$ cat config.mk
export PLATFORM = sky130hd
export DESIGN_NAME = dbg_ctrl
export DESIGN_NICKNAME = d
export VERILOG_FILES = /design/src/design/dbg_pkg.sv /design/src/design/dbg_ctrl.sv
export VERILOG_INCLUDE_DIRS = /design/src /design/src/include
export SDC_FILE = /design/constraint.sdc
export NUM_CORES = 1
export LEC_CHECK = 0
export BUFFER_PORTS_ARGS = -buffer_cell sky130_fd_sc_hd__buf_2
export CORE_UTILIZATION = 31
export DETAILED_ROUTE_END_ITERATION = 10
export PLACE_DENSITY_LB_ADDON = 0.2
export REMOVE_ABC_BUFFERS = 1
export SLEW_MARGIN = 0
export SYNTH_ARGS = -nofsm -noshare
export SYNTH_HDL_FRONTEND = slang
export SYNTH_SLANG_ARGS = --single-unit
export TNS_END_PERCENT = 30
$ cat constraint.sdc
create_clock -name clk -period 1.7 [get_ports clk]
set_input_delay 0.085 -clock clk [delete_from_list [all_inputs] [get_ports clk]]
set_output_delay 0.085 -clock clk [all_outputs]
set_load 0.05 [all_outputs]
$ cat src/include/dbg_defs.svh
`ifndef DBG_DEFS_SVH
`define DBG_DEFS_SVH

//////////////////////////////////////////////////
// link sizing
//////////////////////////////////////////////////

// receive buffer depth in characters, also the host's starting credits
`define DBG_RX_DEPTH 4

// credits the printer holds after reset
`define DBG_TX_CREDITS 4

//////////////////////////////////////////////////
// target memory
//////////////////////////////////////////////////

// word index width, 256 words per memory
`define DBG_MEM_AW 8

//////////////////////////////////////////////////
// character codes
//////////////////////////////////////////////////

`define DBG_CH_NL 8'h0A
`define DBG_CH_SP 8'h20
`define DBG_CH_QM 8'h3F

`endif

$ cat src/design/dbg_pkg.sv
`default_nettype none

package dbg_pkg;

    // token kinds from the scanner
    typedef enum logic [1:0]
    {
        TOK_CMD,
        TOK_HEX,
        TOK_END
    } tok_kind_e;

    // decoded command character
    typedef enum logic [2:0]
    {
        OP_DUMP_D,
        OP_DUMP_I,
        OP_WRITE_D,
        OP_WRITE_I,
        OP_BAD
    } cmd_op_e;

    // controller FSM states
    typedef enum logic [2:0]
    {
        ST_IDLE,
        ST_ARGS,
        ST_WRITE,
        ST_READ,
        ST_PRINT,
        ST_DRAIN
    } ctrl_state_e;

    // word answer or "?" answer
    typedef enum logic
    {
        PR_WORD,
        PR_QUERY
    } print_kind_e;

endpackage

`default_nettype wire

$ cat src/design/dbg_ctrl.sv
`timescale 1ns/100ps
`default_nettype none

`include "dbg_defs.svh"

module dbg_ctrl
(
    input  wire logic                  clk,
    input  wire logic                  rstn,
    input  wire logic                  tok_valid,
    input  wire dbg_pkg::tok_kind_e    tok_kind,
    input  wire logic [31:0]           tok_value,
    output logic                       tok_ready,
    output logic [`DBG_MEM_AW-1:0]     mem_addr,
    output logic [31:0]                mem_wdata,
    output logic                       mem_sel_i,
    output logic                       mem_we,
    output logic                       mem_re,
    input  wire logic [31:0]           mem_rdata,
    output logic                       pr_start,
    output dbg_pkg::print_kind_e       pr_kind,
    output logic [31:0]                pr_word,
    input  wire logic                  pr_done
);

    dbg_pkg::ctrl_state_e state;
    dbg_pkg::cmd_op_e     op;
    logic [31:0]          arg0;
    logic [31:0]          arg1;
    logic [1:0]           argc;
    logic                 tok_fire;

    function automatic dbg_pkg::cmd_op_e decode(input logic [7:0] c);
        case (c)
            "D":     return dbg_pkg::OP_DUMP_D;
            "I":     return dbg_pkg::OP_DUMP_I;
            "W":     return dbg_pkg::OP_WRITE_D;
            "L":     return dbg_pkg::OP_WRITE_I;
            default: return dbg_pkg::OP_BAD;
        endcase
    endfunction

    //////////////////////////////////////////////////
    // state decoded outputs
    //////////////////////////////////////////////////

    assign tok_ready = (state == dbg_pkg::ST_IDLE) || (state == dbg_pkg::ST_ARGS);
    assign tok_fire  = tok_valid && tok_ready;

    // first argument is the address, second the write value
    assign mem_addr  = arg0[`DBG_MEM_AW-1:0];
    assign mem_wdata = arg1;
    assign mem_sel_i = (op == dbg_pkg::OP_DUMP_I) || (op == dbg_pkg::OP_WRITE_I);
    assign mem_we    = state == dbg_pkg::ST_WRITE;
    assign mem_re    = state == dbg_pkg::ST_READ;

    // read data is already registered when ST_PRINT is reached
    assign pr_start = state == dbg_pkg::ST_PRINT;
    assign pr_kind  = (op == dbg_pkg::OP_BAD) ? dbg_pkg::PR_QUERY : dbg_pkg::PR_WORD;
    assign pr_word  = mem_rdata;

    //////////////////////////////////////////////////
    // command FSM
    //////////////////////////////////////////////////

    always_ff @(posedge clk or negedge rstn)
    begin
        if (!rstn)
        begin
            state <= dbg_pkg::ST_IDLE;
            op    <= dbg_pkg::OP_BAD;
            arg0  <= '0;
            arg1  <= '0;
            argc  <= '0;
        end
        else
        begin
            case (state)
                dbg_pkg::ST_IDLE:
                begin
                    if (tok_fire && tok_kind == dbg_pkg::TOK_CMD)
                    begin
                        op    <= decode(tok_value[7:0]);
                        arg0  <= '0;
                        arg1  <= '0;
                        argc  <= '0;
                        state <= dbg_pkg::ST_ARGS;
                    end
                end
                dbg_pkg::ST_ARGS:
                begin
                    if (tok_fire && tok_kind == dbg_pkg::TOK_HEX)
                    begin
                        // anything past two arguments is dropped
                        if (argc == 2'd0)
                        begin
                            arg0 <= tok_value;
                            argc <= 2'd1;
                        end
                        else if (argc == 2'd1)
                        begin
                            arg1 <= tok_value;
                            argc <= 2'd2;
                        end
                    end
                    else if (tok_fire && tok_kind == dbg_pkg::TOK_END)
                    begin
                        case (op)
                            dbg_pkg::OP_WRITE_D,
                            dbg_pkg::OP_WRITE_I: state <= dbg_pkg::ST_WRITE;
                            dbg_pkg::OP_DUMP_D,
                            dbg_pkg::OP_DUMP_I:  state <= dbg_pkg::ST_READ;
                            default:             state <= dbg_pkg::ST_PRINT;
                        endcase
                    end
                end
                // write then read back the same word
                dbg_pkg::ST_WRITE: state <= dbg_pkg::ST_READ;
                dbg_pkg::ST_READ:  state <= dbg_pkg::ST_PRINT;
                dbg_pkg::ST_PRINT: state <= dbg_pkg::ST_DRAIN;
                dbg_pkg::ST_DRAIN:
                begin
                    // tokens stay blocked until the answer line is out
                    if (pr_done)
                        state <= dbg_pkg::ST_IDLE;
                end
                default: state <= dbg_pkg::ST_IDLE;
            endcase
        end
    end

endmodule

`default_nettype wire

Word-level counts from Yosys, hierarchy flattened. Index checks and enable logic that the tools add are counted. Widths: inputs -> output; s select.

Eq/ne operators: 25. Multiplexer cells: 21. Reductions and logical operators: 18.

Operator list (count): $mux 32 (4); $pmux 32 s2 (1); $eq 8x7->1 const B (4); $pmux 3 s6 (1); $mux 8 (2); $pmux 8 s2 (1); $eq 3x2->1 const B (4); $mux 3 (4); $pmux 3 s4 (1); $reduce_and 4->1 (3); $ne 2x1->1 const B (5); $eq 3x3->1 const B (3); $mux 2 (4); $eq 3x1->1 const B (2); $logic_not 3->1 (2); $ne 2x2->1 const B (3); $pmux 3 s2 (1); $reduce_and 5->1 (1); $eq 2x1->1 const B (2); $logic_and 1x1->1 (4); $logic_not 2->1 (2); $pmux 2 s2 (1); $reduce_or 2->1 (2); $ne 3x1->1 const B (1); other kinds (5) (6).

Register bits after elaboration: 48. Bits of input ports: 70. Output and inout bits: 78. Logic and storage cells: 69.

Logic depth before layout (Yosys ltp).
Depth after elaboration: 7. Gate-level depth with buffers: 7. Depth with buffers taken out: 4.

Worst setup path before layout. No wires, ideal clock.

Kind: reg-to-output. Start: register state[1]. End: output mem_we. Data arrival time: 1.763 ns. Required time: 1.615 ns. Slack: -0.148 ns. Stages on the path, launching flop included: 3. Path buffers: 1. Cells stage by stage: dfrtp_1 clkbuf_1 nor3b_1.

Word-level cells in the longest chain between the ends: 1.

Ends and longest elaborated chain: from (decl) (RTL line dbg_ctrl.sv:26) `dbg_pkg::ctrl_state_e state;`; from (signal assigned) (RTL line dbg_ctrl.sv:70) `state <= dbg_pkg::ST_IDLE;`; from (signal assigned) (RTL line dbg_ctrl.sv:87) `state <= dbg_pkg::ST_ARGS;`; from (signal assigned) (RTL line dbg_ctrl.sv:110) `dbg_pkg::OP_WRITE_I: state <= dbg_pkg::ST_WRITE;`; $eq 3x2->1 (RTL line dbg_ctrl.sv:54) `assign mem_we = state == dbg_pkg::ST_WRITE;`; to (decl) (RTL line dbg_ctrl.sv:17) `output logic mem_we,`.

Every way passes these cells.

Worst setup path after layout.
Start: register state[2]. End: register arg1[25] (netlist: mem_wdata[25]).

Word-level cells in the longest chain between the ends: 6. Elaborated cells between the ends (all ways): 13. Those cells by class: 5 x eq/ne; 1 x mux; 7 x reduce/logical.

Ends and longest elaborated chain: $eq 3x1->1 or $logic_not 3->1 (tied branches) (RTL line dbg_ctrl.sv:47, dbg_ctrl.sv:78); $logic_or 1x1->1 (RTL line dbg_ctrl.sv:47) `assign tok_ready = (state == dbg_pkg::ST_IDLE) || (state == dbg_pkg::ST_ARGS);`; $logic_and 1x1->1 (RTL line dbg_ctrl.sv:48) `assign tok_fire = tok_valid && tok_ready;`; $logic_and 1x1->1 (on tied branches) (RTL line dbg_ctrl.sv:92, dbg_ctrl.sv:81); $ne 2x1->1 (no source line); $reduce_and 5->1 (no source line); to (signal assigned) (RTL line dbg_ctrl.sv:102) `arg1 <= tok_value;`; to (decl) (RTL line dbg_ctrl.sv:29) `logic [31:0] arg1;`.

Several ways; a longest one is shown, not always the timed one. A chain may end at the register's enable or synchronous reset.

==> results.cfg <==
[status]
status = complete, but fails checks
failed_checks = setup timing

[synth]
yosys.area.top_type_share_pct = 50.1
ys_seq_area_share_pct = 51.2
synth_fa_ha_area_share_pct = 0
yosys_warnings = 0
synthTopCellsByArea = dfrtp_1 50%, nand2_1 13%, buf_4 10%
yosys.area_share.xor_xnor_pct = 0.373
synth_largest_area_cell = dfrtp_1
yosys_register_bits = 48
ys_types = 30
yosys.area_share.simple_pct = 22.8
synth_compound_area_share_pct = 12.2
synth_area_um2 = 2350
avgSynthCellArea_um2 = 8.76
synth_top_family_by_area = simple AND/OR/NAND/NOR gates
synth_mux_area_share_pct = 0
netlist_instances = 268

[clock_network]
htreeDepth = 2
cts_root_buffer = clkbuf_8
insertion_delay_ns = 0.30
clock_sinks = 48
clockBufferDepth = 2
cts_buffers = 5
cts_tree = yes
clk_pin_slew_ns = 0.09

[power_and_ir_drop]
ir_drop_mv = 0.936
p_leak_nw = 1.57
power.density_nw_per_um2 = 1710
power_w = 0.00544

[layout]
diodes = 0
stdcell_count = 451
mostFrequentLayoutCells = 83 x buf_2, 76 x nand2_1, 47 x dfrtp_1, 24 x dlygate4sd3_1, 20 x o21ai_0
nNetsFinal = 422
drive_gt1_share_pct = 35.5
finish.utilization_pct = 43.5
area_growth_pct = 35.1
layout_commonest_cell = buf_2
regArea_um2 = 1200
n_fill_cell = 770
multiInputGateArea_um2 = 878

[timing]
fin_worst_hold_slack_ns = 0.0228
setup_violations = 33
skew_ns = 0.00640
max_slew.worst_pin.slew_ns = 0.553
drv_slew = 0
final_hold_viol_count = 0
post-route-period-util_pct = 104
rsz0062_at_grt = true
setup_tns_ns = -0.987
fin_ws_ns = -0.0691
min_period_ns = 1.77
fmax_mhz = 565
max-slew-margin-rel_pct = 63.1

[grt]
grt-ovfl-total = 0
grt_pass1_wl_um = 9920
grt_max_degree = 45
top_usage_layer = met2
grt_use_met1_pct = 22.3
grt.met2_usage_pct = 23.4
grt_util_met3_pct = 11.4
grt_pass1_vias = 1931
antenna_found_initial = 0
grt_usage_pct = 17.2

[die]
fp.dieH_um = 89.0
coreArea_um2 = 7290
placementRows = 31
start_util_pct = 32.2
fp.dieW_um = 89.0
ios = 148
die_area_um2 = 7920

[worst_hold_path]
hp-start = tok_value[16]
hp-class = input port to register
holdPathStages = 3

[routing]
routed_via_density = 4.64
vias = 2092
drc_errors = 0
detail_route.wl_per_cell_um = 15.5
wirelength_um = 7000
drtIter0Drc = 95
dr.pass1.iters = 4
antenna_left = 0

[placed_design]
dp_cells = 414
place.gp.congestion = 0.709
io_buffers = 83
post-dp-hpwl_um = 4670

[setup_path]
path_buf_inv = 3
cp_slowest_cell = or3_4
cp-start-kind = register
cpMostUsedCell = buf_6
cpPeakStageDelay_ns = 0.39
critPathRequiredTime_ns = 1.89
r2r_cells = 6
worstSetupEndpointType = register
critical_path_cell_count = 6
cp_cell_sequence = or3_4 > buf_6 > nor4b_4 > buf_4 > buf_6 > o21ai_0
cp-startpoint = state[2]
path_class = register to register
critPathTopFamily = simple AND/OR/NAND/NOR gates
crit_arrival_ns = 1.96
regToRegStartpoint = state[2]
crit_fanout = 11

[run]
cap_violations = 0
## metrics by stage
| stage | setup WS, ns | instance area, um^2 |
|---|---|---|
| after floorplan | -1.08 | 2040 |
| after global placement | -0.0449 | 2690 |
| after detailed placement | -0.0942 | 2690 |
| after CTS | -0.0440 | 3030 |
| after global routing | -0.125 | 3170 |
| final | -0.0691 | 3170 |
## flip-flops by register name, summed over array words and instances (netlist names)
name / flops
arg0: 8
argc: 2
mem_wdata: 32
op: 3
state: 3
## Yosys cell counts (all sizes together)
library cell	count
a21oi	4
a22o	1
a31oi	1
and3b	2
and4b	1
buf	41
clkbuf	7
dfrtp	47
dfstp	1
inv	1
nand2	84
nand2b	4
nand3	1
nand3b	2
nand4	1
nor2	8
nor2b	2
nor3	2
nor3b	4
nor4	1
nor4b	2
o2111ai	1
o21ai	44
o22ai	1
o311ai	1
o31ai	1
or3	2
xor2	1
## cells by family (layout without fill, tap and decap cells)
group                  Yosys count  count (layout)
AND/OR/NAND/NOR                116             116
AO/OA/AOI/OAI                   54              54
buffers and inverters           49             133
flip-flops                      48              48
XOR/XNOR                         1               1
## where the power goes
part	switching, W	total, W	internal [W]
Sequential	0.000277	0.00188	0.00161
Combinational	0.00217	0.00289	0.000715
Clock	0.000390	0.000669	0.000279
## cell type report
| type | instances | area share [%] |
|---|---|---|
| Clock buffer | 5 | 2.17 |
| Clock inverter | 2 | 0.394 |
| Inverter | 1 | 0.118 |
| Multi-Input combinational cell | 171 | 27.7 |
| Sequential cell | 48 | 37.9 |
| Tap cell | 99 | 3.91 |
| Timing Repair Buffer | 125 | 27.8 |
## worst paths after layout
path / endpoint / slack (ns)
setup / recovery: mem_wdata[25] / -0.07
hold / removal: mem_wdata[16] / 0.02
setup reg to reg: mem_wdata[25] / -0.07
hold reg to reg: op[0] / 0.51
max in group asynchronous: arg0[0] / 0.87
min in group asynchronous: arg0[5] / 0.31
## worst register-to-register path, delay by kind of cell (launching register included)
kind | cells | cell delay (ns)
buffers and inverters | 3 | 0.51
AND/OR/NAND/NOR | 2 | 0.69
flip-flops | 1 | 0.38
AO/OA/AOI/OAI | 1 | 0.09
## layer usage
metal / part of all wire, % / routed length [um]
met1: 45 / 3180
met2: 42 / 2910
met3: 12 / 870
met4: 0.60 / 42
met5: 0 / 0
## repair_timing
action,4_1_cts,5_1_grt
cloned,0,4
setup buffers,0,2
pin swaps,1,5
hold buffers,24,0
setup endpoints to repair,37,41
endpoints found under the hold margin,44,0
gates resized for setup,7,38
No activity file was read; power rests on OpenSTA's default activity.
