## src/include/dbg_defs.svh

```systemverilog
`ifndef DBG_DEFS_SVH
`define DBG_DEFS_SVH

//////////////////////////////////////////////////
// link sizing
//////////////////////////////////////////////////

// receive buffer depth in characters, also the host's starting credits
`define DBG_RX_DEPTH 4

// credits the printer holds after reset
`define DBG_TX_CREDITS 4

//////////////////////////////////////////////////
// target memory
//////////////////////////////////////////////////

// word index width, 256 words per memory
`define DBG_MEM_AW 8

//////////////////////////////////////////////////
// character codes
//////////////////////////////////////////////////

`define DBG_CH_NL 8'h0A
`define DBG_CH_SP 8'h20
`define DBG_CH_QM 8'h3F

`endif

```

## src/design/dbg_pkg.sv

```systemverilog
`default_nettype none

package dbg_pkg;

    // token kinds from the scanner
    typedef enum logic [1:0]
    {
        TOK_CMD,
        TOK_HEX,
        TOK_END
    } tok_kind_e;

    // decoded command character
    typedef enum logic [2:0]
    {
        OP_DUMP_D,
        OP_DUMP_I,
        OP_WRITE_D,
        OP_WRITE_I,
        OP_BAD
    } cmd_op_e;

    // controller FSM states
    typedef enum logic [2:0]
    {
        ST_IDLE,
        ST_ARGS,
        ST_WRITE,
        ST_READ,
        ST_PRINT,
        ST_DRAIN
    } ctrl_state_e;

    // word answer or "?" answer
    typedef enum logic
    {
        PR_WORD,
        PR_QUERY
    } print_kind_e;

endpackage

`default_nettype wire

```

## src/design/char_scanner.sv

```systemverilog
`timescale 1ns/100ps
`default_nettype none

`include "dbg_defs.svh"

module char_scanner
(
    input  wire logic             clk,
    input  wire logic             rstn,
    input  wire logic             rx_valid,
    input  wire logic [7:0]       rx_char,
    output logic                  rx_credit,
    output logic                  tok_valid,
    output dbg_pkg::tok_kind_e    tok_kind,
    output logic [31:0]           tok_value,
    input  wire logic             tok_ready
);

    localparam int DEPTH = `DBG_RX_DEPTH;
    localparam int PW    = $clog2(`DBG_RX_DEPTH);

    logic [7:0]    rx_buf [DEPTH];
    logic [PW-1:0] wr_ptr;
    logic [PW-1:0] rd_ptr;
    logic [PW:0]   rx_count;

    logic          line_start;
    logic          num_pend;
    logic [31:0]   acc;

    logic [7:0]    head;
    logic [4:0]    head_hex;
    logic          slot_free;
    logic          pop;

    function automatic logic [PW-1:0] ptr_inc(input logic [PW-1:0] p);
        return (p == PW'(DEPTH - 1)) ? '0 : p + 1'b1;
    endfunction

    // {valid, nibble} for one ascii character
    function automatic logic [4:0] hex_nib(input logic [7:0] c);
        logic [4:0] r;
        r = 5'h00;
        if (c >= "0" && c <= "9")
            r = {1'b1, 4'(c - "0")};
        else if (c >= "A" && c <= "F")
            r = {1'b1, 4'(c - "A" + 8'd10)};
        else if (c >= "a" && c <= "f")
            r = {1'b1, 4'(c - "a" + 8'd10)};
        return r;
    endfunction

    //////////////////////////////////////////////////
    // receive buffer
    //////////////////////////////////////////////////

    always_ff @(posedge clk)
    begin
        if (rx_valid)
            rx_buf[wr_ptr] <= rx_char;
    end

    always_ff @(posedge clk or negedge rstn)
    begin
        if (!rstn)
        begin
            wr_ptr   <= '0;
            rd_ptr   <= '0;
            rx_count <= '0;
        end
        else
        begin
            if (rx_valid)
                wr_ptr <= ptr_inc(wr_ptr);
            if (pop)
                rd_ptr <= ptr_inc(rd_ptr);
            rx_count <= rx_count + (PW+1)'(rx_valid) - (PW+1)'(pop);
        end
    end

    always_comb
    begin
        head      = rx_buf[rd_ptr];
        head_hex  = hex_nib(head);
        slot_free = !tok_valid || tok_ready;
        pop       = 1'b0;
        // a newline behind a pending number stays put for one more pass
        if (rx_count != '0 && slot_free)
            pop = !(head == `DBG_CH_NL && !line_start && num_pend);
    end

    //////////////////////////////////////////////////
    // tokenizer
    //////////////////////////////////////////////////

    always_ff @(posedge clk or negedge rstn)
    begin
        if (!rstn)
        begin
            tok_valid  <= 1'b0;
            tok_kind   <= dbg_pkg::TOK_CMD;
            tok_value  <= '0;
            line_start <= 1'b1;
            num_pend   <= 1'b0;
            acc        <= '0;
            rx_credit  <= 1'b0;
        end
        else
        begin
            rx_credit <= pop;
            if (tok_valid && tok_ready)
                tok_valid <= 1'b0;

            if (rx_count != '0 && slot_free)
            begin
                if (line_start)
                begin
                    // leading spaces and empty lines give nothing
                    if (head != `DBG_CH_NL && head != `DBG_CH_SP)
                    begin
                        tok_valid  <= 1'b1;
                        tok_kind   <= dbg_pkg::TOK_CMD;
                        tok_value  <= {24'h0, head};
                        line_start <= 1'b0;
                    end
                end
                else if (head == `DBG_CH_NL || head == `DBG_CH_SP)
                begin
                    if (num_pend)
                    begin
                        tok_valid <= 1'b1;
                        tok_kind  <= dbg_pkg::TOK_HEX;
                        tok_value <= acc;
                        num_pend  <= 1'b0;
                    end
                    else if (head == `DBG_CH_NL)
                    begin
                        tok_valid  <= 1'b1;
                        tok_kind   <= dbg_pkg::TOK_END;
                        tok_value  <= '0;
                        line_start <= 1'b1;
                    end
                end
                else if (head_hex[4])
                begin
                    // overlong numbers just shift out the top
                    acc      <= num_pend ? {acc[27:0], head_hex[3:0]} : {28'h0, head_hex[3:0]};
                    num_pend <= 1'b1;
                end
            end
        end
    end

endmodule

`default_nettype wire

```

## config.mk

```make
export PLATFORM = sky130hd
export DESIGN_NAME = char_scanner
export DESIGN_NICKNAME = d
export VERILOG_FILES = /design/src/design/dbg_pkg.sv /design/src/design/char_scanner.sv
export VERILOG_INCLUDE_DIRS = /design/src /design/src/include
export SDC_FILE = /design/constraint.sdc
export NUM_CORES = 1
export LEC_CHECK = 0
export BUFFER_PORTS_ARGS = -buffer_cell sky130_fd_sc_hd__buf_4
export CAP_MARGIN = 20
export CORE_ASPECT_RATIO = 1.5
export CORE_UTILIZATION = 23
export CTS_BUF_LIST = sky130_fd_sc_hd__clkbuf_8
export DETAILED_ROUTE_END_ITERATION = 8
export SYNTH_ARGS = -nofsm -noshare
export SYNTH_HDL_FRONTEND = slang
export SYNTH_SLANG_ARGS = --single-unit
```

## constraint.sdc

```tcl
create_clock -name clk -period 3.9 [get_ports clk]
set_clock_uncertainty 0.1 [all_clocks]
set_input_delay 1.17 -clock clk [delete_from_list [all_inputs] [get_ports clk]]
set_output_delay 1.17 -clock clk [all_outputs]
set_load 0.02 [all_outputs]
```

== Word level (Yosys, flattened, before mapping) ==
Memory sizes are Yosys's and may differ from the RTL's.
Cells that the tools add are included.

* Register bits after elaboration: 77
* Bits in writable memories: 32
* Bits of input ports: 12
* Output and inout port bits: 36
* Word-level logic and storage cells: 88
* Memories: 1

* $add $sub $neg: 9
* Magnitude comparators: 6
* Equal/unequal tests: 7
* Multiplexer cells: 33
* Bitwise gates (word level): 2
* Reduce and logical (&&, ||, !) cells: 20

{| class="wikitable"
|+ Memory list
! name !! words !! width !! rd ports !! clocked after Yosys merged registers in !! wr ports !! line !! source
|-
| rx_buf || 4 || 8 || 1 || 0 || 1 || char_scanner.sv:22 || <nowiki>logic [7:0] rx_buf [DEPTH];</nowiki>
|}

{| class="wikitable"
|+ Operators with widths
! operator !! number
|-
| 32-bit two-way mux || 6
|-
| 1-bit two-way mux || 17
|-
| 8-bit by 7-bit >= comparator with 1-bit output (second input constant) || 2
|-
| 8-bit by 7-bit <= comparator with 1-bit output (second input constant) || 2
|-
| 5-bit two-way mux || 3
|-
| 2-bit two-way mux || 7
|-
| 4-bit by 1-bit subtractor with 4-bit output (second input constant) || 3
|-
| 4-bit adder (second input constant) || 2
|-
| 8-bit by 4-bit equality test with 1-bit output (second input constant) || 1
|-
| 8-bit by 6-bit equality test with 1-bit output (second input constant) || 1
|-
| 8-bit by 6-bit >= comparator with 1-bit output (second input constant) || 1
|-
| 8-bit by 6-bit <= comparator with 1-bit output (second input constant) || 1
|-
| 1-bit logical AND || 8
|-
| 8-bit by 4-bit inequality test with 1-bit output (second input constant) || 1
|-
| 8-bit by 6-bit inequality test with 1-bit output (second input constant) || 1
|-
| 4-bit AND reduction || 2
|-
| 3-bit nonzero test || 2
|-
| 2-bit by 1-bit adder with 2-bit output (second input constant) || 2
|-
| 2-bit equality test (second input constant) || 2
|-
| 2-bit nonzero test || 2
|-
| 3-bit by 1-bit adder with 3-bit output || 1
|-
| 1-bit zero test || 3
|-
| 3-bit AND reduction || 1
|-
| 3-bit by 1-bit subtractor with 3-bit output || 1
|-
| other kinds (3) || 5
|}

== Longest topological paths before layout ==
An unclocked memory read counts as a cell.

* Depth after elaboration: 8
* Gate-level depth with buffers: 14
* Gate-level depth less buffers: 13

== Worst setup path after synthesis ==
OpenSTA, ideal clock, no wires.

* Kind: flip-flop to flip-flop
* Start: register rd_ptr[0]
* End: register rx_count[2]
* Library setup time: 0.125 ns
* Arrival: 3.218 ns
* Data required time: 3.675 ns
* Path slack: 0.457 ns
* Cell stages (with the launch flop): 15
* Buffers on the path: 1
* Period minus slack after synthesis: 3.443 ns
* Cells stage by stage: dfrtp_1 > buf_6 > mux4_1 > inv_1 > ha_1 > nand3_1 > o41ai_2 > inv_1 > ha_1 > inv_1 > ha_1 > inv_1 > fa_1 > xnor2_1 > xnor2_1

* Word-level cells in the longest chain between the ends: 7

{| class="wikitable"
|+ RTL lines
! what !! line !! source
|-
| start, declared || char_scanner.sv:24 || <nowiki>logic [PW-1:0] rd_ptr;</nowiki>
|-
| start signal, assigned || char_scanner.sv:76 || <nowiki>rd_ptr <= ptr_inc(rd_ptr);</nowiki>
|-
| memory 4 x 8 bit || - ||
|-
| 8-bit by 4-bit equality test with 1-bit output (no line) || - ||
|-
| 1-bit logical AND (2 in series) || char_scanner.sv:89 || <nowiki>pop = !(head == `DBG_CH_NL && !line_start && num_pend);</nowiki>
|-
| 1-bit zero test || char_scanner.sv:89 ||
|-
| 1-bit two-way mux || char_scanner.sv:88 || <nowiki>if (rx_count != '0 && slot_free)</nowiki>
|-
| net pop || char_scanner.sv:34 || <nowiki>logic pop;</nowiki>
|-
| 3-bit by 1-bit subtractor with 3-bit output || char_scanner.sv:77 || <nowiki>rx_count <= rx_count + (PW+1)'(rx_valid) - (PW+1)'(pop);</nowiki>
|-
| end signal, assigned || char_scanner.sv:77 ||
|-
| end, declared || char_scanner.sv:25 || <nowiki>logic [PW:0] rx_count;</nowiki>
|}

The timed path passes the listed nets, and every way through them passes these cells.
A chain may end at the register's enable or synchronous reset.

== Worst setup path after layout ==
Ends and elaborated chain as after synthesis.

==> impl_metrics.toml <==
[run_status]
outcome = "finished clean"

[worst_setup_path]
crit_chain = "mux4_1 -> inv_1 -> ha_1 -> nand3_1 -> o41ai_2 -> inv_1 -> ha_1 -> inv_1 -> ha_1 -> inv_1 -> fa_1 -> xnor2_1 -> xnor2_1"
cp_slowest_cell = "mux4_1"
cpMostUsedCell = "inv_1"
r2r-start = "rd_ptr[0]$_DFFE_PN0P_"
crit_type = "flip-flop to flip-flop"
reg2reg_depth = 13
end_kind = "flip-flop"
cp-start-kind = "flip-flop"
rr_endpoint = "rx_count[2]$_DFF_PN0_"
worstPathArrival_ns = 3.81
slowest_delay_ns = 0.74
path_buf_inv = 4
crit_fanout = 8
critPathRequiredTime_ns = 4.08
r2r_slack_ns = 0.27
critical-path-top-delay-family = "adder cells"

[placed_design]
place_inst = 661
port_buffers = 47
dpl_cell_area_sq_um = 5310
gp_congestion = 0.798
hpwl_um = 6350

[die]
die_area_sq_um = 21000
die_y_um = 177
num_rows = 63
start_util_pct = 23.7
design.core.area_sq_um = 19900
ios = 48
die_w_um = 119

[detailed_routing]
vias_per_cell = 4.30
vias = 2910
firstDrtPassIters = 4
drtIter0Drc = 172
routed_wl_um = 8980
drtAntennaViolNets = 0
wl_per_cell_um = 13.3
drc_errors = 0

[hold_path]
min_path_type = "flip-flop to flip-flop"
holdPathEnd = "tok_kind[0]$_DFFE_PN0P_"
min_from = "tok_kind[0]$_DFFE_PN0P_"
whs_path_depth = 1

[cells_and_area]
drive_gt1_share_pct = 21.8
finalNonFillerCells = 677
fillers = 2079
syn_to_final_growth_pct = 17.5
fin_util_pct = 27.8
antenna_cells = 0
num-nets-final = 438
final_cell_area_sq_um = 5520

[yosys]
yosysWarnings = 0
synthCells = 369
synth-main-ff-cell = "dfrtp_1"
synth_fp_nets = 395
async_reset_ff_share_pct = 70.6
synth.distinct_cells = 51
syn_area_per_cell_sq_um = 12.7
seq_area_frac_synth_pct = 61.5
ys_ff_latch = 109
synth_edf_count = 32
synth_area_sq_um = 4700

[cts]
clkLatencyLatePin_ns = 0.35
root_buffer = "clkbuf_8"
numCtsBuffers = 9
post-cts-setup-buffer-count = 0
numClockSinks = 109
path_clk_slew_ns = 0.11
htreeDepth = 3
ctsResizeCount = 0
cts_tree = "done"
clk_path_buf_depth = 2
cts_hold_buf = 0

[grt]
grt_pass1_vias = 2964
gr-total-overflow = 0
track_usage_pct = 8.99
grt_pass1_wl_um = 15100
grt_max_degree = 78
antenna_found_initial = 0

[pwr]
p_leak_nw = 2.43
switching_power_mw = 1.32
powerDensity_nw_per_um2 = 668
pwr-share-comb_pct = 35.2
vdd.ir_drop.worst_mv = 0.239
p_clk_share_pct = 19.8
p_seq_share_pct = 45.0
p_sw_share_pct = 35.9
p_int_mw = 2.37

[sta]
slew_headroom_pct = 34.5
tns_ns = 0
grt_setup_unrepaired = "false"
drv_slew = 0
post-route-period-util_pct = 93.0
holdWs_ns = 0.400
worstMarginPinSlew_ns = 0.982
setup_viol = 0
fin_crit_ns = 3.63
timing.fmax_mhz = 276
hold_viol = 0

[job]
maxCapViolCount = 0
-- routing by layer --
layer	share of wire (%)	wire, um	track usage [%]
met5	0	0	0
met4	1.3	113	3.06
met2	52	4670	15.8
met3	3.6	321	1.71
met1	43	3880	10.9
-- cells by family (layout without fill, tap and decap cells) --
group / count (synthesis) / count (layout) / synth area share [%]
and+or+nand+nor: 108 / 108 / 11.5
muxes: 19 / 19 / 6.84
AOI/OAI and AO/OA: 68 / 68 / 10.8
xor gates and xnor gates: 3 / 3 / 0.559
adders and majority gates: 14 / 14 / 3.89
buffers and inverters: 48 / 96 / 4.90
DFF: 109 / 109 / 61.5
-- worst register-to-register path, delay by kind of cell, from the launching register on --
family                   cells  cell delay [ns]
adder cells (fa/ha/maj)      4             0.94
multiplexers                 1             0.74
flip-flops                   1             0.53
buffers and inverters        4             0.38
AO/OA/AOI/OAI                1             0.37
XOR/XNOR                     2             0.33
AND/OR/NAND/NOR              1             0.19
-- placed cells by master, fill, tap and decap left out, types with 7 or more instances in the layout --
| cell | count |
|---|---|
| a22o_1 | 24 |
| buf_4 | 53 |
| clkbuf_8 | 9 |
| dfrtp_1 | 76 |
| edfxtp_1 | 32 |
| ha_1 | 13 |
| inv_1 | 28 |
| mux2_2 | 7 |
| nand2_1 | 36 |
| nand3_1 | 47 |
| nor2_1 | 7 |
| o21ai_0 | 25 |
-- how the worst max path moves through the flow --
stage / startpoint / endpoint / slack, ns / cells past startpoint
floorplan: rd_ptr[0]$_DFFE_PN0P_ / rx_count[2]$_DFF_PN0_ / 0.46 / 14
detailed placement: rd_ptr[0]$_DFFE_PN0P_ / rx_count[2]$_DFF_PN0_ / 0.27 / 13
CTS: rd_ptr[0]$_DFFE_PN0P_ / rx_count[2]$_DFF_PN0_ / 0.26 / 13
global placement: rd_ptr[0]$_DFFE_PN0P_ / rx_count[2]$_DFF_PN0_ / 0.41 / 13
finish: rd_ptr[0]$_DFFE_PN0P_ / rx_count[2]$_DFF_PN0_ / 0.27 / 13
global route: rd_ptr[0]$_DFFE_PN0P_ / rx_count[2]$_DFF_PN0_ / 0.03 / 13
-- power groups by stage --
| stage | clock network (mW) | registers, mW | logic [mW] |
|---|---|---|---|
| after CTS | 0.752 | 1.67 | 1.32 |
| final | 0.730 | 1.66 | 1.30 |
| after global routing | 0.801 | 1.70 | 1.44 |
| after detailed placement | 0 | 1.69 | 1.32 |
| after global placement | 0 | 1.68 | 1.27 |
| after floorplan | 0 | 1.71 | 0.870 |
-- per-stage QoR --
stage	power, mW	setup WS [ns]
2_1_floorplan	2.58	0.457
3_3_place_gp	2.95	0.409
3_5_place_dp	3.01	0.273
4_1_cts	3.74	0.265
5_1_grt	3.95	0.0269
6_report	3.69	0.273
-- synthesized netlist by cell type, types with 3 or more instances --
cell type	instances	area, sq um
inv_1	26	97.6
nand2_1	36	135
ha_1	13	163
edfxtp_1	32	961
nor2_1	7	26.3
mux4_2	3	67.6
buf_2	6	30.0
mux4_1	5	131
buf_6	3	33.8
mux2_2	7	78.8
xnor2_1	3	26.3
nand3_1	47	235
dfrtp_1	76	1900
a31oi_1	3	18.8
mux2_1	3	33.8
and2_1	4	25.0
a22o_1	24	210
clkbuf_1	7	26.3
o21ai_0	25	125
-- sequential cells by signal (all words and copies together) (netlist names) --
register / count
tok_kind: 2
rd_ptr: 2
line_start: 1
tok_value: 32
rx_buf: 32
wr_ptr: 2
tok_valid: 1
acc: 32
rx_credit: 1
rx_count: 3
num_pend: 1
-- layout make-up --
class	instances	area (sq um)	share of cell area, %
repair buffers	54	418	7.57
flip-flops and latches	109	2890	52.3
well taps	260	325	5.89
inverters	26	97.6	1.77
multi-input cells	212	1580	28.6
clock inverters	7	90.1	1.63
clock buffers	9	124	2.24
Power figures use the tool's default switching activity.
