`config.mk`:
```
export PLATFORM = sky130hd
export DESIGN_NAME = hex_printer
export DESIGN_NICKNAME = d
export VERILOG_FILES = /design/src/design/dbg_pkg.sv /design/src/design/hex_printer.sv
export VERILOG_INCLUDE_DIRS = /design/src /design/src/include
export SDC_FILE = /design/constraint.sdc
export NUM_CORES = 1
export LEC_CHECK = 0
export BUFFER_PORTS_ARGS = -buffer_cell sky130_fd_sc_hd__clkbuf_2
export CAP_MARGIN = 30
export CELL_PAD_IN_SITES_DETAIL_PLACEMENT = 0
export CELL_PAD_IN_SITES_GLOBAL_PLACEMENT = 2
export CORE_MARGIN = 2
export CORE_UTILIZATION = 39
export CTS_CLUSTER_DIAMETER = 120
export DETAILED_ROUTE_END_ITERATION = 10
export PLACE_DENSITY = 0.82
export SYNTH_ARGS = -nofsm -noshare
export SYNTH_HDL_FRONTEND = slang
export SYNTH_SLANG_ARGS = --single-unit
```
`constraint.sdc`:
```
create_clock -name clk -period 4.8 [get_ports clk]
set_clock_uncertainty 0.2 [all_clocks]
set_input_delay 0.24 -clock clk [delete_from_list [all_inputs] [get_ports clk]]
set_output_delay 0.24 -clock clk [all_outputs]
set_load 0.03 [all_outputs]
```
`src/include/dbg_defs.svh`:
```
`ifndef DBG_DEFS_SVH
`define DBG_DEFS_SVH

//////////////////////////////////////////////////
// link sizing
//////////////////////////////////////////////////

// receive buffer depth in characters, also the host's starting credits
`define DBG_RX_DEPTH 4

// credits the printer holds after reset
`define DBG_TX_CREDITS 4

//////////////////////////////////////////////////
// target memory
//////////////////////////////////////////////////

// word index width, 256 words per memory
`define DBG_MEM_AW 8

//////////////////////////////////////////////////
// character codes
//////////////////////////////////////////////////

`define DBG_CH_NL 8'h0A
`define DBG_CH_SP 8'h20
`define DBG_CH_QM 8'h3F

`endif

```
`src/design/dbg_pkg.sv`:
```
`default_nettype none

package dbg_pkg;

    // token kinds from the scanner
    typedef enum logic [1:0]
    {
        TOK_CMD,
        TOK_HEX,
        TOK_END
    } tok_kind_e;

    // decoded command character
    typedef enum logic [2:0]
    {
        OP_DUMP_D,
        OP_DUMP_I,
        OP_WRITE_D,
        OP_WRITE_I,
        OP_BAD
    } cmd_op_e;

    // controller FSM states
    typedef enum logic [2:0]
    {
        ST_IDLE,
        ST_ARGS,
        ST_WRITE,
        ST_READ,
        ST_PRINT,
        ST_DRAIN
    } ctrl_state_e;

    // word answer or "?" answer
    typedef enum logic
    {
        PR_WORD,
        PR_QUERY
    } print_kind_e;

endpackage

`default_nettype wire

```
`src/design/hex_printer.sv`:
```
`timescale 1ns/100ps
`default_nettype none

`include "dbg_defs.svh"

module hex_printer
(
    input  wire logic                  clk,
    input  wire logic                  rstn,
    input  wire logic                  pr_start,
    input  wire dbg_pkg::print_kind_e  pr_kind,
    input  wire logic [31:0]           pr_word,
    output logic                       pr_done,
    output logic                       tx_valid,
    output logic [7:0]                 tx_char,
    input  wire logic                  tx_credit
);

    localparam int CW = $clog2(`DBG_TX_CREDITS + 1);

    logic [CW-1:0]        tx_cred;
    logic                 busy;
    // characters still to send, newline included
    logic [3:0]           left;
    logic [31:0]          sh;
    dbg_pkg::print_kind_e kind;

    //////////////////////////////////////////////////
    // character select
    //////////////////////////////////////////////////

    always_comb
    begin
        if (left == 4'd1)
            tx_char = `DBG_CH_NL;
        else if (kind == dbg_pkg::PR_QUERY)
            tx_char = `DBG_CH_QM;
        else if (sh[31:28] < 4'd10)
            tx_char = {4'h0, sh[31:28]} + 8'h30;
        else
            tx_char = {4'h0, sh[31:28]} + 8'h37;
    end

    // one character per cycle while a credit is held
    assign tx_valid = busy && (tx_cred != '0);

    //////////////////////////////////////////////////
    // credits and sequencing
    //////////////////////////////////////////////////

    always_ff @(posedge clk or negedge rstn)
    begin
        if (!rstn)
            tx_cred <= CW'(`DBG_TX_CREDITS);
        else if (tx_credit && !tx_valid)
            tx_cred <= tx_cred + 1'b1;
        else if (!tx_credit && tx_valid)
            tx_cred <= tx_cred - 1'b1;
    end

    always_ff @(posedge clk or negedge rstn)
    begin
        if (!rstn)
        begin
            busy    <= 1'b0;
            left    <= '0;
            pr_done <= 1'b0;
        end
        else
        begin
            // done follows the newline by one cycle
            pr_done <= tx_valid && (left == 4'd1);
            if (pr_start)
            begin
                busy <= 1'b1;
                left <= (pr_kind == dbg_pkg::PR_QUERY) ? 4'd2 : 4'd9;
            end
            else if (tx_valid)
            begin
                left <= left - 1'b1;
                if (left == 4'd1)
                    busy <= 1'b0;
            end
        end
    end

    // nibble shifter, msb first
    always_ff @(posedge clk)
    begin
        if (pr_start)
        begin
            sh   <= pr_word;
            kind <= pr_kind;
        end
        else if (tx_valid)
            sh <= {sh[27:0], 4'h0};
    end

endmodule

`default_nettype wire

```
Word level (Yosys, flattened, before mapping) --
Index checks and enable logic that the tools add are counted.
Operators by class: $add $sub $neg 5, multipliers 0, div/mod/pow operators 0, magnitude comparators 1, equality and inequality tests 1, shifts and indexed selects 0, mux-type cells 13, bitwise operators 0, reductions and logical operators 11
Operators by type and width (count):
- two-way mux 32 bit | 2
- two-way mux 8 bit | 2
- adder 4 x 6 -> 7 bit, second input constant | 2
- two-way mux 4 bit | 3
- two-way mux 7 bit | 1
- two-way mux 3 bit | 2
- nonzero test 2 bit | 3
- == test 4 x 1 -> 1 bit, second input constant | 1
- logical AND 1 bit | 4
- < comparator 4 bit, second input constant | 1
- subtractor 4 x 1 -> 4 bit, second input constant | 1
- adder 3 x 1 -> 3 bit, second input constant | 1
- two-way mux 1 bit | 3
- nonzero test 3 bit | 1
- subtractor 3 x 1 -> 3 bit, second input constant | 1
- zero test 1 bit | 2
- AND reduction 2 bit | 1
Storage, ports and cells: bits in registers 42, bits in latches 0, bits in writable memories 0, ROM bits 0, bits of input ports 37, output and inout bits 10, word-level logic and storage cells 37, memories 0

Longest topological paths before layout --
Gate-level depths: netlist of run 1.
word-level depth 5, gate-level depth with buffers 7, gate-level depth less buffers 7

Worst setup path before layout of run 1 --
Ideal clock, no wire load.
path kind flip-flop to flip-flop, start register tx_cred[0], end register sh[0] (enable), library setup time 0.483 ns, arrival 1.423 ns, required time 4.117 ns, path slack 2.693 ns, cell stages (with the launch flop) 3, buffers on the path 0, clock period less this slack 2.107 ns, cells stage by stage dfrtp_1 o31ai_4 nand2b_1
Between the ends: cells in the longest elaborated chain, start to end 3
Ends and longest elaborated chain:
- from (decl) | RTL line hex_printer.sv:21 | logic [CW-1:0] tx_cred;
- from (signal assigned) | RTL line hex_printer.sv:54 | tx_cred <= CW'(`DBG_TX_CREDITS);
- from (signal assigned) | RTL line hex_printer.sv:56 | tx_cred <= tx_cred + 1'b1;
- from (signal assigned) | RTL line hex_printer.sv:58 | tx_cred <= tx_cred - 1'b1;
- nonzero test 3 bit | RTL line hex_printer.sv:45 | assign tx_valid = busy && (tx_cred != '0);
- logical AND 1 bit | RTL line hex_printer.sv:45
- nonzero test 2 bit (no source line)
- to (signal assigned) | RTL line hex_printer.sv:92 | sh <= pr_word;
- to (signal assigned) | RTL line hex_printer.sv:96 | sh <= {sh[27:0], 4'h0};
- to (decl) | RTL line hex_printer.sv:25 | logic [31:0] sh;
No other way between the ends. A chain may end at the register's enable or synchronous reset.

Final worst setup path of run 1 --
start register tx_cred[0], end register tx_cred[2]
Between the ends: cells in the longest elaborated chain, start to end 5, elaborated cells on any way between the ends 10, classes of those cells 2 x add/sub; 2 x mux; 6 x reduce/logical
Ends and longest elaborated chain:
- parallel branches: the longest is 5 deep, another holds subtractor 3 x 1 -> 3 bit
Parallel ways; which one is timed is not known. The select of a mux whose other input is x is not followed.

==> results of run 1 <==
[logic make-up after synthesis]
group,after synthesis,synth area share (%)
flops,42,61.6
other cells,1,0.190
simple gates,25,6.90
fa+ha+maj,5,3.54
xor+xnor,4,1.77
compound gates,16,6.27
buf+inv,15,3.23
mux,29,16.5
[per-stage QoR]
stage / util [%] / setup WS, ns
2_1_floorplan: - / 2.69
6_report: 49.6 / 2.52
3_5_place_dp: 47.1 / 2.50
4_1_cts: 49.6 / 2.47
5_1_grt: 49.6 / 2.31
3_3_place_gp: 47.1 / 2.62
[worst register-to-register path: cells and delay by family, from the launching register on]
family / cells / cell delay [ns]
AO/OA/AOI/OAI: 1 / 0.44
XOR/XNOR: 2 / 0.31
adder cells (fa/ha/maj): 2 / 0.63
buffers and inverters: 1 / 0.07
flip-flops: 1 / 0.45
AND/OR/NAND/NOR: 1 / 0.12
[Yosys cell counts (2+ instances only)]
library cell  number  share of area, %
a21o_1             2              0.76
a21oi_1            4               1.0
and2_1             4               1.3
buf_2              3              0.76
dfrtp_1            8                10
edfxtp_1          33                50
ha_1               4               2.5
inv_1             10               1.9
mux2_2            29                17
nand2_1            5              0.95
nor2_1             5              0.95
nor2b_1            3              0.95
o21ai_0            4               1.0
o31a_1             2              0.89
or3_1              4               1.3
xnor2_1            2              0.89
xor2_1             2              0.89
[flip-flops by register name, summed over array words and instances (netlist names)]
register and count:
busy 1, kind 1, left 4, pr_done 1, sh 32, tx_cred 3
[worst min-delay path by stage]
stage / start / end / slack, ns
4_1_cts: pr_word[1] / sh[1] / 0.02
5_1_grt: pr_word[0] / sh[0] / 0.02
2_1_floorplan: rstn / busy / -0.26
3_5_place_dp: rstn / tx_cred[0] / -0.08
3_3_place_gp: rstn / left[1] / -0.1
6_report: pr_word[1] / sh[1] / 0.04
[routing by layer]
layer / part of all wire (%) / up-vias / track usage, %
met2: 49 / 37 / 22.3
met1: 42 / 566 / 15.3
met4: 0.85 / 0 / 4.09
li1: - / 589 / -
met3: 8.2 / 2 / 6.43
met5: 0 / - / 0
[area by class of cell]
| type | instances | area, um^2 |
|---|---|---|
| tap | 67 | 83.8 |
| fill | 455 | 2430 |
| multi-input combinational | 80 | 696 |
| clock inverter | 2 | 33.8 |
| inverter | 10 | 37.5 |
| sequential | 42 | 1220 |
| timing repair buffer | 48 | 253 |
| clock buffer | 5 | 68.8 |
[where the power goes]
part	internal, mW	total, mW	switching, mW
Sequential	0.559	0.623	0.0640
Clock	0.150	0.258	0.107
Combinational	0.175	0.408	0.233
[what timing repair did]
action | CTS | global route
hold buffers | 2 | 0
gates resized for setup | 0 | 0
hold endpoints to repair | 10 | 0
==> summary.md, run 1 <==
| Metric | Value |
|---|---|
| Critical Path, Cell by Cell | `o31ai_4, ha_1, inv_1, fa_1, xor2_1, nor2_1, xor2_1` |
| Yosys reg bits | `42` |
| Nets | `229` |
| Fin crit share | `47.5%` |
| Share of cells above drive strength 1 | `46.0%` |
| Worst Setup SP | `tx_cred[0]` |
| Drt first pass iters | `4` |
| Number of diodes | `0` |
| Area after DPL | `0.00227 mm^2` |
| Mapped Nets | `179` |
| GP Congestion | `0.769` |
| CTS tree | `done` |
| Arrival @ worst endpoint | `2.29 ns` |
| CTS root buf | `clkbuf_8` |
| Post-route ant nets | `0` |
| Final setup viols | `0` |
| Total wire length | `3.18 mm` |
| CTS Buf Count | `5` |
| Clock Tree Buf Depth | `2` |
| Top delay family on crit path | `adder cells` |
| Worst Path Buf+Inv | `1` |
| Fin. Hold Viols | `0` |
| Die Y | `75.2 um` |
| Main flop type after synthesis | `edfxtp_1` |
| Max Cap Violations | `0` |
| Routed wire per std cell | `12.5 um` |
| Leakage | `1.01 nW` |
| Least-Margin Pin Slew | `0.921 ns` |
| Initial antenna violation count | `0` |
| Initial DRC Count | `54` |
| DRC viols | `0` |
| Power per cell area | `539 mW/mm^2` |
| Crit Path Max Fanout | `9` |
| Via density | `4.70` |
| # placed instances | `245` |
| Die X-Extent | `75.2 um` |
| Routed vias | `1194` |
| Startpoint of the worst register-to-register path | `tx_cred[0]` |
| Most common cell after layout, fill and taps aside | `clkbuf_2` |
| Hold Crit Depth | `2` |
| Mapped Cells | `137` |
| Number of distinct library cells after synthesis | `30` |
| Synth Area per Inst | `14.4 um^2` |
| Num rows | `25` |
| VDD IR max | `0.000164 V` |
| Initial Utilization | `41.0%` |
| Clock latency on the worst-skew pair | `0.28 ns` |
| Fin cells | `254` |
| Setup tns final | `0 ns` |
| CTS clk-pin slew, worst paths | `0.07 ns` |
| Reg2reg path depth | `7` |
| Min-delay worst type | `in -> reg` |
| Total gr overflow | `0` |
| # IOs | `47` |
| Final-report max-slew violation count | `0` |
| Gr usage total | `13.4%` |
| R2R setup slack | `2.52 ns` |
| Type of the worst setup path | `reg -> reg` |
| CTS sink count | `42` |
| WHS | `0.0353 ns` |
| Setup crit end | `tx_cred[2]` |
| Pin count of the biggest net entering global routing | `42` |
| Relative slew slack | `38.6%` |
| Die area | `0.00565 mm^2` |
| Crit path depth | `7` |
| Global-route wire length before repair | `5.60 mm` |
| Worst EP required | `4.81 ns` |
| Worst R2R End | `tx_cred[2]` |
| Area grow syn2layout | `20.9%` |
| Outcome | `finished, final reports clean` |
| Worst setup EP type | `register` |
| Core area | `0.00482 mm^2` |
| CP most frequent cell | `xor2_1` |
| Most frequent cells in the layout | `clkbuf_2, edfxtp_1, mux2_2, inv_1, dfrtp_1` |
| YS warnings | `0` |
| Post-synthesis sequential area ratio | `61.6%` |
| IO Port Bufs | `45` |
| Fmax | `0.439 GHz` |
| EDFF count, synth | `33` |
| Worst setup SP type | `register` |
| RSZ-0062 raised after global routing | `no` |
| H-tree Lvls | `2` |
| Mapped Area | `0.00198 mm^2` |
| Post-synth ARST share | `21.4%` |
| Final HPWL DP | `2.28 mm` |
| Setup Buffers After CTS | `0` |
| Minimum clock period | `2.28 ns` |
| Overall Power | `1.29 mW` |
| Crit-path slowest cell | `dfrtp_1` |
| Vias in the first global route | `1298` |
| Design Area, Final | `0.00239 mm^2` |
| CP peak stage delay | `0.45 ns` |
(Power assumes the default switching activity.)
==> run 2, diff against run 1 <==
Settings changed: CORE_UTILIZATION 39 to 36, PLACE_DENSITY 0.82 to 0.77.
Clock period 4.8 ns to 2.25 ns, I/O delays scaled along.
==> summary.md, run 2 (synthesis results as in run 1) <==
| Metric | Value |
|---|---|
| Arrival @ worst endpoint | `2.13 ns (-0.16 ns)` |
| Gr usage total | `13.3% (-0.11 points)` |
| Setup tns final | `0 ns (unchanged)` |
| Min-delay worst type | `in -> async` |
| Initial DRC Count | `42 (-22%)` |
| Fin crit share | `93.9% (+46 points)` |
| CTS Buf Count | `5 (unchanged)` |
| Crit-path slowest cell | `dfrtp_1` |
| Most common cell after layout, fill and taps aside | `clkbuf_2` |
| Type of the worst setup path | `reg -> reg` |
| Post-route ant nets | `0 (unchanged)` |
| CTS clk-pin slew, worst paths | `0.08 ns (about the same)` |
| Global-route wire length before repair | `6.27 mm (+12%)` |
| Max Cap Violations | `0 (unchanged)` |
| Share of cells above drive strength 1 | `39.6% (-6.3 points)` |
| Top delay family on crit path | `adder cells` |
| Clock Tree Buf Depth | `2 (unchanged)` |
| IO Port Bufs | `45 (unchanged)` |
| Via density | `4.55 (-3.1%)` |
| Power per cell area | `1010 mW/mm^2 (+87%)` |
| DRC viols | `0 (unchanged)` |
| Initial antenna violation count | `0 (unchanged)` |
| CP peak stage delay | `0.46 ns (about the same)` |
| Area grow syn2layout | `37.9%` |
| Critical Path, Cell by Cell | `o31ai_4, ha_1, inv_1, fa_1, xor2_1, nor2_1, xor2_1` |
| Most frequent cells in the layout | `clkbuf_2, dlygate4sd3_1, edfxtp_1, mux2_2, inv_1` |
| Worst Path Buf+Inv | `1 (unchanged)` |
| Final-report max-slew violation count | `0 (unchanged)` |
| Registers with the most flip-flops | `sh (32), left (4), tx_cred (3)` |
| Core area | `0.00520 mm^2 (+8.1%)` |
| Final setup viols | `0 (unchanged)` |
| R2R setup slack | `0.14 ns (-2.38 ns)` |
| Clock latency on the worst-skew pair | `0.29 ns (about the same)` |
| Leakage | `1.15 nW (+14%)` |
| Total gr overflow | `0 (unchanged)` |
| Fin cells | `292 (+15%)` |
| Worst setup EP type | `register` |
| GP Congestion | `0.704 (-8.5%)` |
| Outcome | `finished, final reports clean` |
| Routed wire per std cell | `12.5 um (about the same)` |
| H-tree Lvls | `2 (unchanged)` |
| CP most frequent cell | `xor2_1` |
| Total wire length | `3.66 mm (+15%)` |
| Max FFs per register | `32 (unchanged)` |
| CTS root buf | `clkbuf_8` |
| Worst EP required | `2.27 ns (-2.54 ns)` |
| Number of diodes | `0 (unchanged)` |
| CTS tree | `done` |
| Die Y | `78.1 um (+3.9%)` |
| Pin count of the biggest net entering global routing | `41 (-2.4%)` |
| FILL cells | `479 (+5.3%)` |
| Worst setup SP type | `register` |
| Crit Path Max Fanout | `3 (-6)` |
| Top reg by flops | `sh` |
| Die X-Extent | `78.1 um (+3.9%)` |
| # IOs | `47 (unchanged)` |
| Setup Buffers After CTS | `0 (unchanged)` |
| Vias in the first global route | `1460 (+12%)` |
| RSZ-0062 raised after global routing | `no` |
| Routed vias | `1330 (+11%)` |
| Num rows | `26 (+4.0%)` |
| Final HPWL DP | `2.48 mm (+9.1%)` |
| CTS sink count | `42 (unchanged)` |
| WHS | `0.00245 ns (-0.0329 ns)` |
| Nets | `263 (+15%)` |
| # placed instances | `250 (+2.0%)` |
| Minimum clock period | `2.11 ns (-0.167 ns)` |
| Die area | `0.00610 mm^2 (+7.9%)` |
| Drt first pass iters | `3 (-1)` |
| Initial Utilization | `38.0% (-3.1 points)` |
| Fmax | `0.474 GHz (+7.9%)` |
| Fin. Hold Viols | `0 (unchanged)` |
| VDD IR max | `0.000514 V (+210%)` |
==> run 2: changes by cell type in the layout (fill, tap and decap cells not counted), sizes merged <==
| cell | change |
|---|---|
| buf | +2 |
| bufinv | -1 |
| clkbuf | +1 |
| clkinv | +1 |
| dlygate4sd3 | +32 |
==> run 2: metrics by stage <==
stage / total power [mW] / cell area (um^2) / utilization, % / worst slack [ns]
after global routing: 2.94 / 2730 / 52.4 / 0.0151
after global placement: 2.20 / 2300 / 44.2 / 0.256
after detailed placement: 2.27 / 2300 / 44.2 / 0.154
final: 2.75 / 2730 / 52.4 / 0.138
after floorplan: 1.99 / 1980 / - / 0.143
after CTS: 2.78 / 2720 / 52.3 / 0.107
==> run 2: final timing paths <==
| path | start | endpoint | cells past startpoint |
|---|---|---|---|
| worst max-delay path | tx_cred[0] | tx_cred[2] | 7 |
| worst min-delay path | rstn | left[1] | 2 |
| worst max register to register | tx_cred[0] | tx_cred[2] | 7 |
| worst min register to register | busy | busy | 1 |
| max in group asynchronous | rstn | tx_cred[2] | 2 |
| min in group clk | tx_credit | tx_cred[0] | 3 |
==> run 2: power breakdown <==
group	leakage (nW)	internal, mW	switching, mW
sequential	0.455	1.19	0.148
clock	0.0426	0.213	0.243
combinational	0.655	0.434	0.522
total	1.15	1.84	0.913
==> run 2: layout make-up <==
| type | instances | area, um^2 | share of cell area (%) |
|---|---|---|---|
| timing repair buffer | 82 | 601 | 22.0 |
| tap | 70 | 87.6 | 3.21 |
| clock inverter | 2 | 8.76 | 0.321 |
| multi-input combinational | 80 | 702 | 25.7 |
| inverter | 10 | 37.5 | 1.38 |
| clock buffer | 6 | 72.6 | 2.66 |
| sequential | 42 | 1220 | 44.7 |
==> run 2: layer usage <==
| layer | global-route usage, % | vias up | part of all wire (%) |
|---|---|---|---|
| met1 | 13.5 | 633 | 39 |
| met3 | 3.56 | 7 | 4.2 |
| met5 | 0 | - | 0 |
| li1 | - | 658 | - |
| met2 | 25.4 | 32 | 55 |
| met4 | 5.26 | 0 | 1.7 |
==> run 2: timing repair <==
action,in CTS,in global routing
resized for setup,0,1
hold buffers,34,0
setup endpoints to repair,0,2
hold endpoints to repair,45,0
